==> src/common/db_cfg.svh <==
`ifndef DB_CFG_SVH
`define DB_CFG_SVH

// Database key width
`define DB_KEY_W 8

// Database value width
`define DB_VALUE_W 16

// Control protocol code widths
`define DB_CMD_W 3
`define DB_STATUS_W 2

`endif

==> src/common/db_proto_pkg.sv <==
`default_nettype none

package db_proto_pkg;

    `include "db_cfg.svh"

    // Request command of the control port
    typedef enum logic [`DB_CMD_W-1:0] {
        CMD_NOP   = 3'd0,
        CMD_GET   = 3'd1,
        CMD_SET   = 3'd2,
        CMD_UNSET = 3'd3,
        CMD_CLEAR = 3'd4
    } db_command_t;

    // Response status returned with ack
    typedef enum logic [`DB_STATUS_W-1:0] {
        STATUS_OK          = 2'd0,
        STATUS_ERROR       = 2'd1,
        STATUS_TIMEOUT     = 2'd2,
        STATUS_UNSPECIFIED = 2'd3
    } db_status_t;

endpackage : db_proto_pkg

`default_nettype wire

==> src/common/db_data_pkg.sv <==
`default_nettype none

package db_data_pkg;

    `include "db_cfg.svh"

    // Database key word
    typedef logic [`DB_KEY_W-1:0] db_key_t;

    // Database value word
    typedef logic [`DB_VALUE_W-1:0] db_value_t;

endpackage : db_data_pkg

`default_nettype wire

==> src/logic/db_req_proxy.sv <==
`timescale 1ns/100ps
`default_nettype none

module db_req_proxy
    import db_proto_pkg::*;
    import db_data_pkg::*;
(
    input  wire         clk,
    input  wire         srst,
    // Upstream (controller side)
    input  wire         i_req,
    input  db_command_t i_command,
    input  db_key_t     i_key,
    input  db_value_t   i_set_value,
    output logic        o_rdy,
    output logic        o_ack,
    output db_status_t  o_status,
    output logic        o_get_valid,
    output db_key_t     o_get_key,
    output db_value_t   o_get_value,
    // Downstream (peripheral side)
    output logic        o_req,
    output db_command_t o_command,
    output db_key_t     o_key,
    output db_value_t   o_set_value,
    input  wire         i_rdy_dn,
    input  wire         i_ack_dn,
    input  db_status_t  i_status_dn,
    input  wire         i_get_valid_dn,
    input  db_key_t     i_get_key_dn,
    input  db_value_t   i_get_value_dn
);

    logic pending;
    logic in_progress;
    logic accept;

    // One open transaction at a time
    assign o_rdy  = !pending && !in_progress;
    assign accept = i_req && o_rdy;

    // Request waits here until downstream takes it
    always_ff @(posedge clk) begin
        if (srst) begin
            pending <= 1'b0;
        end else if (accept) begin
            pending <= 1'b1;
        end else if (i_rdy_dn) begin
            pending <= 1'b0;
        end
    end

    // Accepted downstream, waiting for ack
    always_ff @(posedge clk) begin
        if (srst) begin
            in_progress <= 1'b0;
        end else if (pending && i_rdy_dn) begin
            in_progress <= 1'b1;
        end else if (i_ack_dn) begin
            in_progress <= 1'b0;
        end
    end

    assign o_req = pending;

    // Request context, held stable while pending
    always_ff @(posedge clk) begin
        if (accept) begin
            o_command   <= i_command;
            o_key       <= i_key;
            o_set_value <= i_set_value;
        end
    end

    // Response goes straight back
    assign o_ack       = i_ack_dn;
    assign o_status    = i_status_dn;
    assign o_get_valid = i_get_valid_dn;
    assign o_get_key   = i_get_key_dn;
    assign o_get_value = i_get_value_dn;

endmodule : db_req_proxy

`default_nettype wire

==> src/arbiter/db_ctrl_mux.sv <==
`timescale 1ns/100ps
`default_nettype none

module db_ctrl_mux
    import db_proto_pkg::*;
    import db_data_pkg::*;
(
    input  wire         clk,
    input  wire         srst,
    input  wire         i_sel,
    // Input 0
    input  wire         i_req_0,
    input  db_command_t i_command_0,
    input  db_key_t     i_key_0,
    input  db_value_t   i_set_value_0,
    output logic        o_rdy_0,
    output logic        o_ack_0,
    output db_status_t  o_status_0,
    output logic        o_get_valid_0,
    output db_key_t     o_get_key_0,
    output db_value_t   o_get_value_0,
    // Input 1
    input  wire         i_req_1,
    input  db_command_t i_command_1,
    input  db_key_t     i_key_1,
    input  db_value_t   i_set_value_1,
    output logic        o_rdy_1,
    output logic        o_ack_1,
    output db_status_t  o_status_1,
    output logic        o_get_valid_1,
    output db_key_t     o_get_key_1,
    output db_value_t   o_get_value_1,
    // Downstream
    output logic        o_req,
    output db_command_t o_command,
    output db_key_t     o_key,
    output db_value_t   o_set_value,
    input  wire         i_rdy,
    input  wire         i_ack,
    input  db_status_t  i_status,
    input  wire         i_get_valid,
    input  db_key_t     i_get_key,
    input  db_value_t   i_get_value
);

    logic        sel_req;
    db_command_t sel_command;
    db_key_t     sel_key;
    db_value_t   sel_set_value;

    logic        px_rdy;
    logic        px_ack;
    db_status_t  px_status;
    logic        px_get_valid;
    db_key_t     px_get_key;
    db_value_t   px_get_value;

    logic        sel_reg;

    // Steer selected request into the proxy
    assign sel_req       = i_sel ? i_req_1       : i_req_0;
    assign sel_command   = i_sel ? i_command_1   : i_command_0;
    assign sel_key       = i_sel ? i_key_1       : i_key_0;
    assign sel_set_value = i_sel ? i_set_value_1 : i_set_value_0;

    // Unselected input never sees rdy
    assign o_rdy_0 = !i_sel && px_rdy;
    assign o_rdy_1 = i_sel && px_rdy;

    db_req_proxy u_proxy (
        .clk            (clk),
        .srst           (srst),
        .i_req          (sel_req),
        .i_command      (sel_command),
        .i_key          (sel_key),
        .i_set_value    (sel_set_value),
        .o_rdy          (px_rdy),
        .o_ack          (px_ack),
        .o_status       (px_status),
        .o_get_valid    (px_get_valid),
        .o_get_key      (px_get_key),
        .o_get_value    (px_get_value),
        .o_req          (o_req),
        .o_command      (o_command),
        .o_key          (o_key),
        .o_set_value    (o_set_value),
        .i_rdy_dn       (i_rdy),
        .i_ack_dn       (i_ack),
        .i_status_dn    (i_status),
        .i_get_valid_dn (i_get_valid),
        .i_get_key_dn   (i_get_key),
        .i_get_value_dn (i_get_value)
    );

    // Owner of the open transaction
    always_ff @(posedge clk) begin
        if (srst) begin
            sel_reg <= 1'b0;
        end else if (sel_req && px_rdy) begin
            sel_reg <= i_sel;
        end
    end

    // Ack returns only to the owner, one cycle late
    always_ff @(posedge clk) begin
        if (srst) begin
            o_ack_0 <= 1'b0;
            o_ack_1 <= 1'b0;
        end else begin
            o_ack_0 <= px_ack && !sel_reg;
            o_ack_1 <= px_ack && sel_reg;
        end
    end

    // Response fields, aligned with the registered ack
    always_ff @(posedge clk) begin
        o_status_0    <= px_status;
        o_get_valid_0 <= px_get_valid;
        o_get_key_0   <= px_get_key;
        o_get_value_0 <= px_get_value;
        o_status_1    <= px_status;
        o_get_valid_1 <= px_get_valid;
        o_get_key_1   <= px_get_key;
        o_get_value_1 <= px_get_value;
    end

endmodule : db_ctrl_mux

`default_nettype wire

==> src/arbiter/db_prio_arbiter.sv <==
`timescale 1ns/100ps
`default_nettype none

module db_prio_arbiter
    import db_proto_pkg::*;
    import db_data_pkg::*;
(
    input  wire         clk,
    input  wire         srst,
    // High-priority controller
    input  wire         i_hi_req,
    input  db_command_t i_hi_command,
    input  db_key_t     i_hi_key,
    input  db_value_t   i_hi_set_value,
    output logic        o_hi_rdy,
    output logic        o_hi_ack,
    output db_status_t  o_hi_status,
    output logic        o_hi_get_valid,
    output db_key_t     o_hi_get_key,
    output db_value_t   o_hi_get_value,
    // Low-priority controller
    input  wire         i_lo_req,
    input  db_command_t i_lo_command,
    input  db_key_t     i_lo_key,
    input  db_value_t   i_lo_set_value,
    output logic        o_lo_rdy,
    output logic        o_lo_ack,
    output db_status_t  o_lo_status,
    output logic        o_lo_get_valid,
    output db_key_t     o_lo_get_key,
    output db_value_t   o_lo_get_value,
    // Peripheral port
    output logic        o_db_req,
    output db_command_t o_db_command,
    output db_key_t     o_db_key,
    output db_value_t   o_db_set_value,
    input  wire         i_db_rdy,
    input  wire         i_db_ack,
    input  db_status_t  i_db_status,
    input  wire         i_db_get_valid,
    input  db_key_t     i_db_get_key,
    input  db_value_t   i_db_get_value
);

    // Hi proxy to mux input 1
    logic        hi_req;
    db_command_t hi_command;
    db_key_t     hi_key;
    db_value_t   hi_set_value;
    logic        hi_rdy;
    logic        hi_ack;
    db_status_t  hi_status;
    logic        hi_get_valid;
    db_key_t     hi_get_key;
    db_value_t   hi_get_value;

    // Lo proxy to mux input 0
    logic        lo_req;
    db_command_t lo_command;
    db_key_t     lo_key;
    db_value_t   lo_set_value;
    logic        lo_rdy;
    logic        lo_ack;
    db_status_t  lo_status;
    logic        lo_get_valid;
    db_key_t     lo_get_key;
    db_value_t   lo_get_value;

    db_req_proxy u_hi_proxy (
        .clk            (clk),
        .srst           (srst),
        .i_req          (i_hi_req),
        .i_command      (i_hi_command),
        .i_key          (i_hi_key),
        .i_set_value    (i_hi_set_value),
        .o_rdy          (o_hi_rdy),
        .o_ack          (o_hi_ack),
        .o_status       (o_hi_status),
        .o_get_valid    (o_hi_get_valid),
        .o_get_key      (o_hi_get_key),
        .o_get_value    (o_hi_get_value),
        .o_req          (hi_req),
        .o_command      (hi_command),
        .o_key          (hi_key),
        .o_set_value    (hi_set_value),
        .i_rdy_dn       (hi_rdy),
        .i_ack_dn       (hi_ack),
        .i_status_dn    (hi_status),
        .i_get_valid_dn (hi_get_valid),
        .i_get_key_dn   (hi_get_key),
        .i_get_value_dn (hi_get_value)
    );

    db_req_proxy u_lo_proxy (
        .clk            (clk),
        .srst           (srst),
        .i_req          (i_lo_req),
        .i_command      (i_lo_command),
        .i_key          (i_lo_key),
        .i_set_value    (i_lo_set_value),
        .o_rdy          (o_lo_rdy),
        .o_ack          (o_lo_ack),
        .o_status       (o_lo_status),
        .o_get_valid    (o_lo_get_valid),
        .o_get_key      (o_lo_get_key),
        .o_get_value    (o_lo_get_value),
        .o_req          (lo_req),
        .o_command      (lo_command),
        .o_key          (lo_key),
        .o_set_value    (lo_set_value),
        .i_rdy_dn       (lo_rdy),
        .i_ack_dn       (lo_ack),
        .i_status_dn    (lo_status),
        .i_get_valid_dn (lo_get_valid),
        .i_get_key_dn   (lo_get_key),
        .i_get_value_dn (lo_get_value)
    );

    // A pending hi request always wins the select
    db_ctrl_mux u_mux (
        .clk           (clk),
        .srst          (srst),
        .i_sel         (hi_req),
        .i_req_0       (lo_req),
        .i_command_0   (lo_command),
        .i_key_0       (lo_key),
        .i_set_value_0 (lo_set_value),
        .o_rdy_0       (lo_rdy),
        .o_ack_0       (lo_ack),
        .o_status_0    (lo_status),
        .o_get_valid_0 (lo_get_valid),
        .o_get_key_0   (lo_get_key),
        .o_get_value_0 (lo_get_value),
        .i_req_1       (hi_req),
        .i_command_1   (hi_command),
        .i_key_1       (hi_key),
        .i_set_value_1 (hi_set_value),
        .o_rdy_1       (hi_rdy),
        .o_ack_1       (hi_ack),
        .o_status_1    (hi_status),
        .o_get_valid_1 (hi_get_valid),
        .o_get_key_1   (hi_get_key),
        .o_get_value_1 (hi_get_value),
        .o_req         (o_db_req),
        .o_command     (o_db_command),
        .o_key         (o_db_key),
        .o_set_value   (o_db_set_value),
        .i_rdy         (i_db_rdy),
        .i_ack         (i_db_ack),
        .i_status      (i_db_status),
        .i_get_valid   (i_db_get_valid),
        .i_get_key     (i_db_get_key),
        .i_get_value   (i_db_get_value)
    );

endmodule : db_prio_arbiter

`default_nettype wire

==> config.mk <==
export PLATFORM = sky130hd
export DESIGN_NAME = db_prio_arbiter
export DESIGN_NICKNAME = d
export VERILOG_FILES = /design/src/common/db_proto_pkg.sv /design/src/common/db_data_pkg.sv /design/src/logic/db_req_proxy.sv /design/src/arbiter/db_ctrl_mux.sv /design/src/arbiter/db_prio_arbiter.sv
export VERILOG_INCLUDE_DIRS = /design/src /design/src/common
export SDC_FILE = /design/constraint.sdc
export NUM_CORES = 1
export LEC_CHECK = 0
export BUFFER_PORTS_ARGS = -buffer_cell sky130_fd_sc_hd__buf_2
export CORE_UTILIZATION = 52
export CTS_BUF_LIST = sky130_fd_sc_hd__clkbuf_8
export DETAILED_ROUTE_END_ITERATION = 16
export PLACE_DENSITY = 0.87
export SYNTH_ARGS = -nofsm -noshare
export SYNTH_HDL_FRONTEND = slang
export SYNTH_SLANG_ARGS = --single-unit
==> constraint.sdc <==
create_clock -name clk -period 3.5 [get_ports clk]
set_clock_uncertainty 0.2 [all_clocks]
set_input_delay 0.175 -clock clk [delete_from_list [all_inputs] [get_ports clk]]
set_output_delay 0.175 -clock clk [all_outputs]
set_load 0.05 [all_outputs]
==> run metrics, run 1 <==
status=finished, final reports clean; worst reg-to-reg setup slack=1.09 ns; # DRC=0; io pins=173; DIE HEIGHT=88.4 um; Leak=2.50 nW; Seq/Total Area, Yosys=0.812; min-delay worst type=in -> reg; GRT Util Overall=0.234; Hold Path Cell Cnt=2; cells resized by post-CTS repair=0; Final period util=0.688; worst skew pair latency=0.41 ns; Die W=88.4 um; fin nets=539; CTS tree=yes; Root Buffer=clkbuf_8; Post-Syn Area=3880 um^2; syn nets=291; Ys Warns=0; initial antenna violation count=0; vias in the first global route=2691; CP endpoint kind=flip-flop; unrepaired setup endpoints after global routing=no; drt wl/cell=16.0 um; R2R cell count=2; launching point of the worst reg2reg path=u_hi_proxy.o_req; Worst Min Path Start=i_db_get_value[4]; setup violators final=0; post-synth cell types=22; WS Path Type=reg -> reg; crit path time final=2.41 ns; Slew Limit Fails=0; maximum vdd drop=450 uV; GPL Wtd Cong=0.790; Mean Syn Cell Area=19.0 um^2; Power Density=602 nW/um^2; Syn Inst Count=204; Tightest Pin Transition=1.10 ns; initial core utilization=0.535; f_max=415 MHz; total wire length=9000 um; setup TNS=0 ns; Worst EP arrival=2.23 ns; worst r2r dst=u_mux.u_proxy.o_set_value[12]; PortBufs=172; # diodes=0; FP Rows=31; # H-tree levels=4; Crit Path Max Fanout=32; startpoint class of the critical path=flip-flop; DIE AREA=7820 um^2; hpwl dp=4810 um; grt total ovfl=0; CTS clock-pin slew for the worst setup and hold paths=0.07 ns; max_slew headroom=0.266; DR vias/cell=4.63; vias post-DR=2612; hold buffer count at cts=87; postcts setup bufs=0; Max-cap violations=0; First-pass DRT Iterations=4; initial DRC count=94; core area=7250 um^2; storage element area=3150 um^2; CTS buffer count=17; Layout area overhead=52.5%; Post-DRT Antenna Nets=0; share of cells above drive strength 1=0.508; post-synthesis register bit count=117; worst hold slack=0.189 ns; largest net degree at the start of global routing=33; # fillers=360; Hold Path End=u_mux.o_get_value_0[4]; global-route wire length before repair=12900 um; clk sinks=117; Final Hold Viols=0; CP required=3.32 ns; Bufs on Longest Clock Path=2; footprint of the multi-input gates=475 um^2
==> per-layer routing <==
layer  track usage  vias up  part of all wire
met5             0        -                 0
met4         0.103        0             0.019
met3         0.102       14             0.096
met2         0.409      164              0.52
met1         0.246     1221              0.36
li1              -     1213                 -
==> Yosys cell counts (all sizes together) <==
| cell | number | area [um^2] |
|---|---|---|
| a21oi | 5 | 28.8 |
| a22oi | 1 | 7.51 |
| a2bb2oi | 1 | 8.76 |
| and2 | 1 | 6.26 |
| buf | 30 | 236 |
| clkbuf | 1 | 3.75 |
| dfxtp | 36 | 721 |
| edfxtp | 81 | 2430 |
| inv | 4 | 15.0 |
| mux2 | 27 | 330 |
| nand2 | 2 | 10.0 |
| nand2b | 2 | 12.5 |
| nor2 | 6 | 22.5 |
| nor2b | 1 | 6.26 |
| nor3 | 2 | 10.0 |
| nor3b | 1 | 7.51 |
| o21ai | 2 | 17.5 |
| o31ai | 1 | 7.51 |
==> power by group <==
part | switching (W) | internal (W)
logic | 0.000415 | 0.000205
registers | 0.0000544 | 0.00163
clock network | 0.000553 | 0.000708
==> layout by cell type, fill, tap and decap left out <==
cell type and instances:
nand2_1 1, inv_1 4, clkinv_1 1, mux2_2 20, dfxtp_2 1, a2bb2oi_1 1
o31ai_1 1, nand2_2 1, clkinv_2 1, nor3b_1 1, inv_6 3, clkinvlp_4 5
clkinv_4 2, bufinv_16 3, a21oi_2 1, dlygate4sd3_1 87, a21oi_1 4, and2_1 1
nor3_1 2, a22oi_1 1, edfxtp_1 81, o21ai_2 2, buf_2 172, mux2_4 7
clkbuf_8 17, buf_4 1, dfxtp_1 35, nand2b_1 2, nor2b_1 1, nor2_1 6
==> metrics by stage <==
stage,instances,worst slack [ns],utilization,area [um^2],power [W]
finish,564,1.09,0.816,5920,0.00357
global route,564,0.963,0.816,5920,0.00369
CTS,564,1.07,0.816,5920,0.00358
detailed placement,445,1.07,0.639,4640,0.00225
global placement,445,1.19,0.639,4640,0.00224
floorplan,204,1.06,-,3880,0.00212
==> cell families after synthesis <==
logic type / after synthesis / share of synthesized area
AO/OA/AOI/OAI: 10 / 0.0180
buffers and inverters: 35 / 0.0657
flip-flops: 117 / 0.812
multiplexers: 27 / 0.0851
AND/OR/NAND/NOR: 15 / 0.0193
==> final cells by class <==
| cell class | instances | area share |
|---|---|---|
| clock buffers | 17 | 0.0395 |
| clock inverters | 15 | 0.0304 |
| inverters | 4 | 0.00254 |
| multi-input cells | 52 | 0.0803 |
| flip-flops and latches | 117 | 0.533 |
| well taps | 99 | 0.0209 |
| repair buffers | 260 | 0.294 |
==> critical path, cell delays in order (launching register included) <==
cell and delay [ns]:
dfxtp_2 0.89, o21ai_2 0.10, inv_1 0.82
==> how the worst max path moves through the flow <==
stage,from,to,slack (ns),cells past startpoint
floorplan,u_lo_proxy.o_req,u_lo_proxy.o_command[0],1.06,2
global placement,u_hi_proxy.o_req,u_mux.u_proxy.o_key[5],1.19,2
detailed placement,u_hi_proxy.o_req,u_mux.u_proxy.o_set_value[4],1.07,2
CTS,u_hi_proxy.o_req,u_mux.u_proxy.o_set_value[12],1.07,2
global route,u_hi_proxy.o_req,u_mux.u_proxy.o_key[2],0.96,2
finish,u_hi_proxy.o_req,u_mux.u_proxy.o_set_value[12],1.09,2
Power figures use the tool's default switching activity.
==> run 2: changes to the inputs <==
CORE_UTILIZATION = 44   (was 52)
PLACE_DENSITY = 0.78   (was 0.87)
clock period = 2.1 ns   (was 3.5 ns; I/O delays follow)
==> run 2 against run 1 <==
Compared with the run above: worst setup slack got worse by 0.80 ns; routed wire length decreased by 1.3%; critical path depth increased by 2; design area increased by 0.59%; non-clock buffer count increased by 2.
==> run metrics, run 2 (synthesized netlist as in run 1, its figures left out) <==
Crit Path Max Fanout=31 (-3.1%); commonest non-fill, non-tap cell in the layout=buf_2; f_max=553 MHz (+33%); vias post-DR=2560 (-2.0%); Power Density=994 nW/um^2 (+65%); largest net degree at the start of global routing=32 (-3.0%); # diodes=0 (unchanged); Max-cap violations=0 (unchanged); critical path's top delay family=buffers and inverters; io pins=173 (unchanged); placed cells=454 (+2.0%); setup violators final=0 (unchanged); status=finished, final reports clean; R2R cell count=4 (+2); DIE AREA=9210 um^2 (+18%); max_slew headroom=0.587 (+0.320); core area=8380 um^2 (+16%); fin cells=572 (+1.4%); initial core utilization=0.463 (-0.0721); grt total ovfl=0 (unchanged); post-route cell area=5960 um^2 (+0.59%); worst r2r dst=u_hi_proxy.o_req; share of cells above drive strength 1=0.520 (+0.0128); GPL Wtd Cong=0.740 (-6.3%); Root Buffer=clkbuf_8; DIE HEIGHT=96.0 um (+8.5%); initial antenna violation count=0 (unchanged); Post-DRT Antenna Nets=0 (unchanged); fin nets=541 (+0.37%); # fillers=566 (+57%); PortBufs=172 (unchanged); vias in the first global route=2766 (+2.8%); Die W=96.0 um (+8.5%); CP max stage delay=0.55 ns (-0.34 ns); Slew Limit Fails=0 (unchanged); CP Cell Sequence=buf_4 -> o21ai_2 -> a21oi_2 -> dlygate4sd3_1; Worst Min Path Start=i_db_status[0]; drt wl/cell=15.5 um (-2.6%); crit path time final=1.81 ns (-0.598 ns); Leak=2.54 nW (+1.5%); First-pass DRT Iterations=4 (unchanged); clk sinks=117 (unchanged); Bufs on Longest Clock Path=2 (unchanged); # H-tree levels=4 (unchanged); min-delay worst type=in -> reg; most frequent cells in the layout=172 x buf_2, 86 x dlygate4sd3_1, 81 x edfxtp_1, 35 x dfxtp_1, 20 x mux2_2; hpwl dp=5330 um (+11%); DP Area=4690 um^2 (+1.1%); unrepaired setup endpoints after global routing=no; postcts setup bufs=0 (unchanged); Final Hold Viols=0 (unchanged); # DRC=0 (unchanged); initial DRC count=76 (-19%); startpoint class of the critical path=flip-flop; worst reg-to-reg setup slack=0.29 ns (-0.80 ns); WS Path Type=reg -> reg; CTS clock-pin slew for the worst setup and hold paths=0.07 ns (about the same); Layout area overhead=53.4%; global-route wire length before repair=13000 um (+0.69%); CP endpoint kind=flip-flop; Hold Path Cell Cnt=2 (unchanged); CP required=2.23 ns (-1.09 ns); CTS tree=yes; DR vias/cell=4.48 (-3.4%); FP Rows=33 (+6.5%); setup TNS=0 ns (unchanged); Tightest Pin Transition=0.619 ns (-0.480 ns); slowest CP cell=dlygate4sd3_1; launching point of the worst reg2reg path=u_hi_proxy.o_req; CTS buffer count=17 (unchanged); GRT Util Overall=0.199 (-0.0350); Worst EP arrival=1.94 ns (-0.29 ns); total wire length=8890 um (-1.3%); maximum vdd drop=801 uV (+78%); Final period util=0.861 (+0.174); Hold Path End=u_mux.o_status_0[0]; worst skew pair latency=0.40 ns (about the same); Buf/Inv on CP=2 (+1)
run 2: cell types whose count changed in the layout (fill, tap and decap cells not counted), moves of 2 or more:
cell        before  now
clkinvlp_4       5    1
clkinv_2         1    4
inv_4            0    3
inv_6            3    0
buf_4            1    3
nor2_1           6    4
nor2_2           0    2
run 2: repair_timing:
item | 4_1_cts | 5_1_grt
hold buffers | 86 | 0
gates resized for setup | 0 | 0
hold endpoints to repair | 90 | 0
run 2: worst register-to-register path: cells and delay by family, from the launching register on:
kind / cells / cell delay, ns
buffers and inverters: 2 / 0.96
DFF: 1 / 0.33
AOI/OAI and AO/OA: 2 / 0.26
run 2: area by class of cell:
type	instances	area (um^2)	share of cell area
clock inverters	14	159	0.0267
inverters	4	18.8	0.00315
flip-flops and latches	117	3150	0.530
repair buffers	262	1760	0.296
clock buffers	18	248	0.0416
multi-input cells	52	482	0.0809
well taps	105	131	0.0221
run 2: layer usage:
layer	GRT usage	part of all wire	vias up
met2	0.365	0.54	119
li1	-	-	1222
met1	0.207	0.38	1209
met4	0.0871	0.013	0
met3	0.0664	0.064	10
met5	0	0	-
run 2: how the worst max path moves through the flow:
stage | startpoint | end | slack (ns) | cells after the start
2_1_floorplan | u_mux.u_proxy.o_req | u_mux.u_proxy.o_command[0] | 0.13 | 3
3_5_place_dp | u_hi_proxy.in_progress | u_hi_proxy.o_set_value[13] | 0.34 | 3
5_1_grt | u_hi_proxy.o_req | u_hi_proxy.o_req | 0.20 | 4
3_3_place_gp | u_hi_proxy.o_req | u_mux.u_proxy.o_set_value[3] | 0.42 | 4
4_1_cts | u_hi_proxy.o_req | u_hi_proxy.o_req | 0.29 | 4
6_report | u_hi_proxy.o_req | u_hi_proxy.o_req | 0.29 | 4
run 2: per-stage QoR:
stage	hold slack, ns	total power, W	utilization	setup slack, ns
2_1_floorplan	-0.0673	0.00353	-	0.125
3_3_place_gp	0.00690	0.00376	0.559	0.424
3_5_place_dp	0.00857	0.00379	0.559	0.337
4_1_cts	0.104	0.00596	0.711	0.292
5_1_grt	0.107	0.00613	0.711	0.200
6_report	0.132	0.00592	0.711	0.291
run 2: power breakdown:
group	switching [W]	leakage, nW	internal (W)	total [W]
Combinational	0.000716	1.25	0.000357	0.00107
Sequential	0.0000691	1.07	0.00272	0.00279
Clock	0.000862	0.219	0.00120	0.00206
==> run 3: changes to the inputs <==
==> constraint.sdc (replaced) <==
create_clock -name clk -period 1.53 [get_ports clk]
set_clock_uncertainty 0.2 [all_clocks]
set_input_delay 0.153 -clock clk [delete_from_list [all_inputs] [get_ports clk]]
set_output_delay 0.153 -clock clk [all_outputs]
set_load 0.05 [all_outputs]
==> run 3 against run 2 <==
Compared with the run above: register-to-register slack lost 0.21 ns; total power rose by 35%; die area is the same; sequential power is 37% higher; design area rose by 1.0%; critical path type is now reg -> out; worst hold slack improved by 0.023 ns; critical endpoint is now o_hi_rdy; critical path depth decreased by 2; largest power group unchanged; routed wire length is 6.1% higher; largest cell class unchanged; sequential cell count stayed put.
==> run metrics, run 3 (synthesized netlist as in run 1, its figures left out) <==
Tightest Pin Transition=0.394 ns (-0.225 ns); cell-internal power=0.00546 W (+28%); fin nets=544 (+0.55%); DR vias/cell=4.56 (+1.8%); postcts setup bufs=0 (unchanged); sw frac=0.316 (+0.0381); GRT Util Overall=0.213 (+0.0135); status=finished, final reports clean; Leak=2.54 nW (about the same); min-delay worst type=in -> reg; DIE AREA=9210 um^2 (unchanged); commonest non-fill, non-tap cell in the layout=buf_2; fin cells=575 (+0.52%); Power Density=1330 nW/um^2 (+33%); CTS buffer count=17 (unchanged); Final period util=0.965; setup TNS=0 ns (unchanged); initial core utilization=0.463 (unchanged); final core occ=0.718 (+0.00716); f_max=678 MHz; initial antenna violation count=0 (unchanged); Worst EP arrival=1.12 ns (-0.82 ns); drt wl/cell=16.4 um (+5.6%); Max-cap violations=0 (unchanged); most frequent cells in the layout=170 x buf_2, 87 x dlygate4sd3_1, 81 x edfxtp_1, 33 x dfxtp_1, 20 x mux2_2; CTS clock-pin slew for the worst setup and hold paths=0.09 ns (+0.02 ns); CP required=1.18 ns (-1.05 ns); First-pass DRT Iterations=4 (unchanged); CP endpoint kind=output pin; unrepaired setup endpoints after global routing=no; FP Rows=33 (unchanged); largest net degree at the start of global routing=28 (-13%); share of cells above drive strength 1=0.534 (+0.0137); Slew Limit Fails=0 (unchanged); worst reg-to-reg setup slack=0.08 ns (-0.21 ns); Bufs on Longest Clock Path=2 (unchanged); # fillers=511 (-9.7%); WS Path Type=reg -> out; initial DRC count=71 (-6.6%); Hold Path Cell Cnt=2 (unchanged); worst skew pair latency=0.43 ns (+0.03 ns); Layout area overhead=54.9%; Final Hold Viols=0 (unchanged); CTS tree=yes; core area=8380 um^2 (unchanged); Clock power frac=0.326 (-0.022); placed cells=456 (+0.44%); Crit Path Max Fanout=4 (-87%); DIE HEIGHT=96.0 um (unchanged); Hold Path End=u_mux.o_get_value_0[1]; Post-Place Setup Slack=0.0842 ns (-0.253 ns); Root Buffer=clkbuf_8; Sw Pwr=0.00252 W (+53%); Die W=96.0 um (unchanged); # DRC=0 (unchanged); Post-DRT Antenna Nets=0 (unchanged); GPL Wtd Cong=0.674 (-9.0%); launching point of the worst reg2reg path=u_mux.u_proxy.in_progress; # diodes=0 (unchanged); sequential share of power=0.480 (+0.009); final setup margin=0.0540 ns (-0.237 ns); maximum vdd drop=1170 uV (+46%); io pins=173 (unchanged); total wire length=9430 um (+6.1%); crit path time final=1.48 ns; PortBufs=172 (unchanged); R2R cell count=4 (unchanged); setup violators final=0 (unchanged); vias post-DR=2621 (+2.4%); Comb power frac=0.193 (+0.012); global-route wire length before repair=13400 um (+3.5%); hpwl dp=5650 um (+6.0%); Worst Min Path Start=i_db_get_value[1]; clk sinks=117 (unchanged); grt total ovfl=0 (unchanged); max_slew headroom=0.737 (+0.151); startpoint class of the critical path=flip-flop; # H-tree levels=4 (unchanged); worst r2r dst=u_mux.u_proxy.o_set_value[4]; vias in the first global route=2705 (-2.2%)
run 3: changes by cell type in the layout (fill, tap and decap cells not counted), moves of 2 or more:
cell	before	now
inv_6	0	7
clkinv_2	4	1
buf_2	172	170
buf_12	1	4
dfxtp_1	35	33
inv_8	0	3
inv_1	4	2
inv_4	3	1
bufinv_16	3	0
nor2_4	0	2
run 3: repair_timing:
item | in CTS | in global routing
hold buffers | 87 | 0
endpoints found under the setup margin | 2 | 0
hold endpoints to repair | 90 | 0
resized for setup | 2 | 0
run 3: worst max path at each step:
stage | start | to
global placement | u_hi_proxy.o_req | u_mux.u_proxy.o_set_value[1]
global route | u_hi_proxy.o_req | o_hi_rdy
detailed placement | u_hi_proxy.o_req | u_mux.u_proxy.o_set_value[6]
CTS | u_hi_proxy.o_req | o_hi_rdy
finish | u_hi_proxy.o_req | o_hi_rdy
floorplan | u_hi_proxy.o_req | u_hi_proxy.o_command[0]
run 3: final cells by class:
cell class	count	area [um^2]	share of cell area
inverter	4	22.5	0.00374
clock inverter	15	133	0.0220
tap	105	131	0.0218
multi-input combinational	52	505	0.0840
sequential	117	3160	0.525
timing repair buffer	265	1830	0.304
clock buffer	17	234	0.0389
run 3: per-stage QoR:
stage	total power (W)	hold WS [ns]	area (um^2)
final	0.00798	0.155	6020
after detailed placement	0.00526	0.0566	4770
after CTS	0.00801	0.126	6020
after global routing	0.00827	0.124	6020
after global placement	0.00523	0.0548	4770
after floorplan	0.00487	-0.0193	3930
run 3: critical path: stages (launching register included):
cell and delay [ns]:
dfxtp_2 0.38, nor2_4 0.11, buf_4 0.21
run 3: layer usage:
metal  GRT usage  vias to the layer above  part of all wire  wire length [um]
li1            -                     1233                 -                 -
met1       0.235                     1218              0.39              3700
met2       0.363                      153              0.51              4800
met3      0.0821                       17             0.081               762
met4      0.0983                        0             0.019               176
met5           0                        -                 0                 0
run 3: power groups by stage:
stage	logic (W)	clock network, W	registers, W
floorplan	0.000512	0	0.00436
global placement	0.00134	0	0.00390
detailed placement	0.00136	0	0.00390
CTS	0.00154	0.00264	0.00384
global route	0.00161	0.00279	0.00386
finish	0.00154	0.00260	0.00383
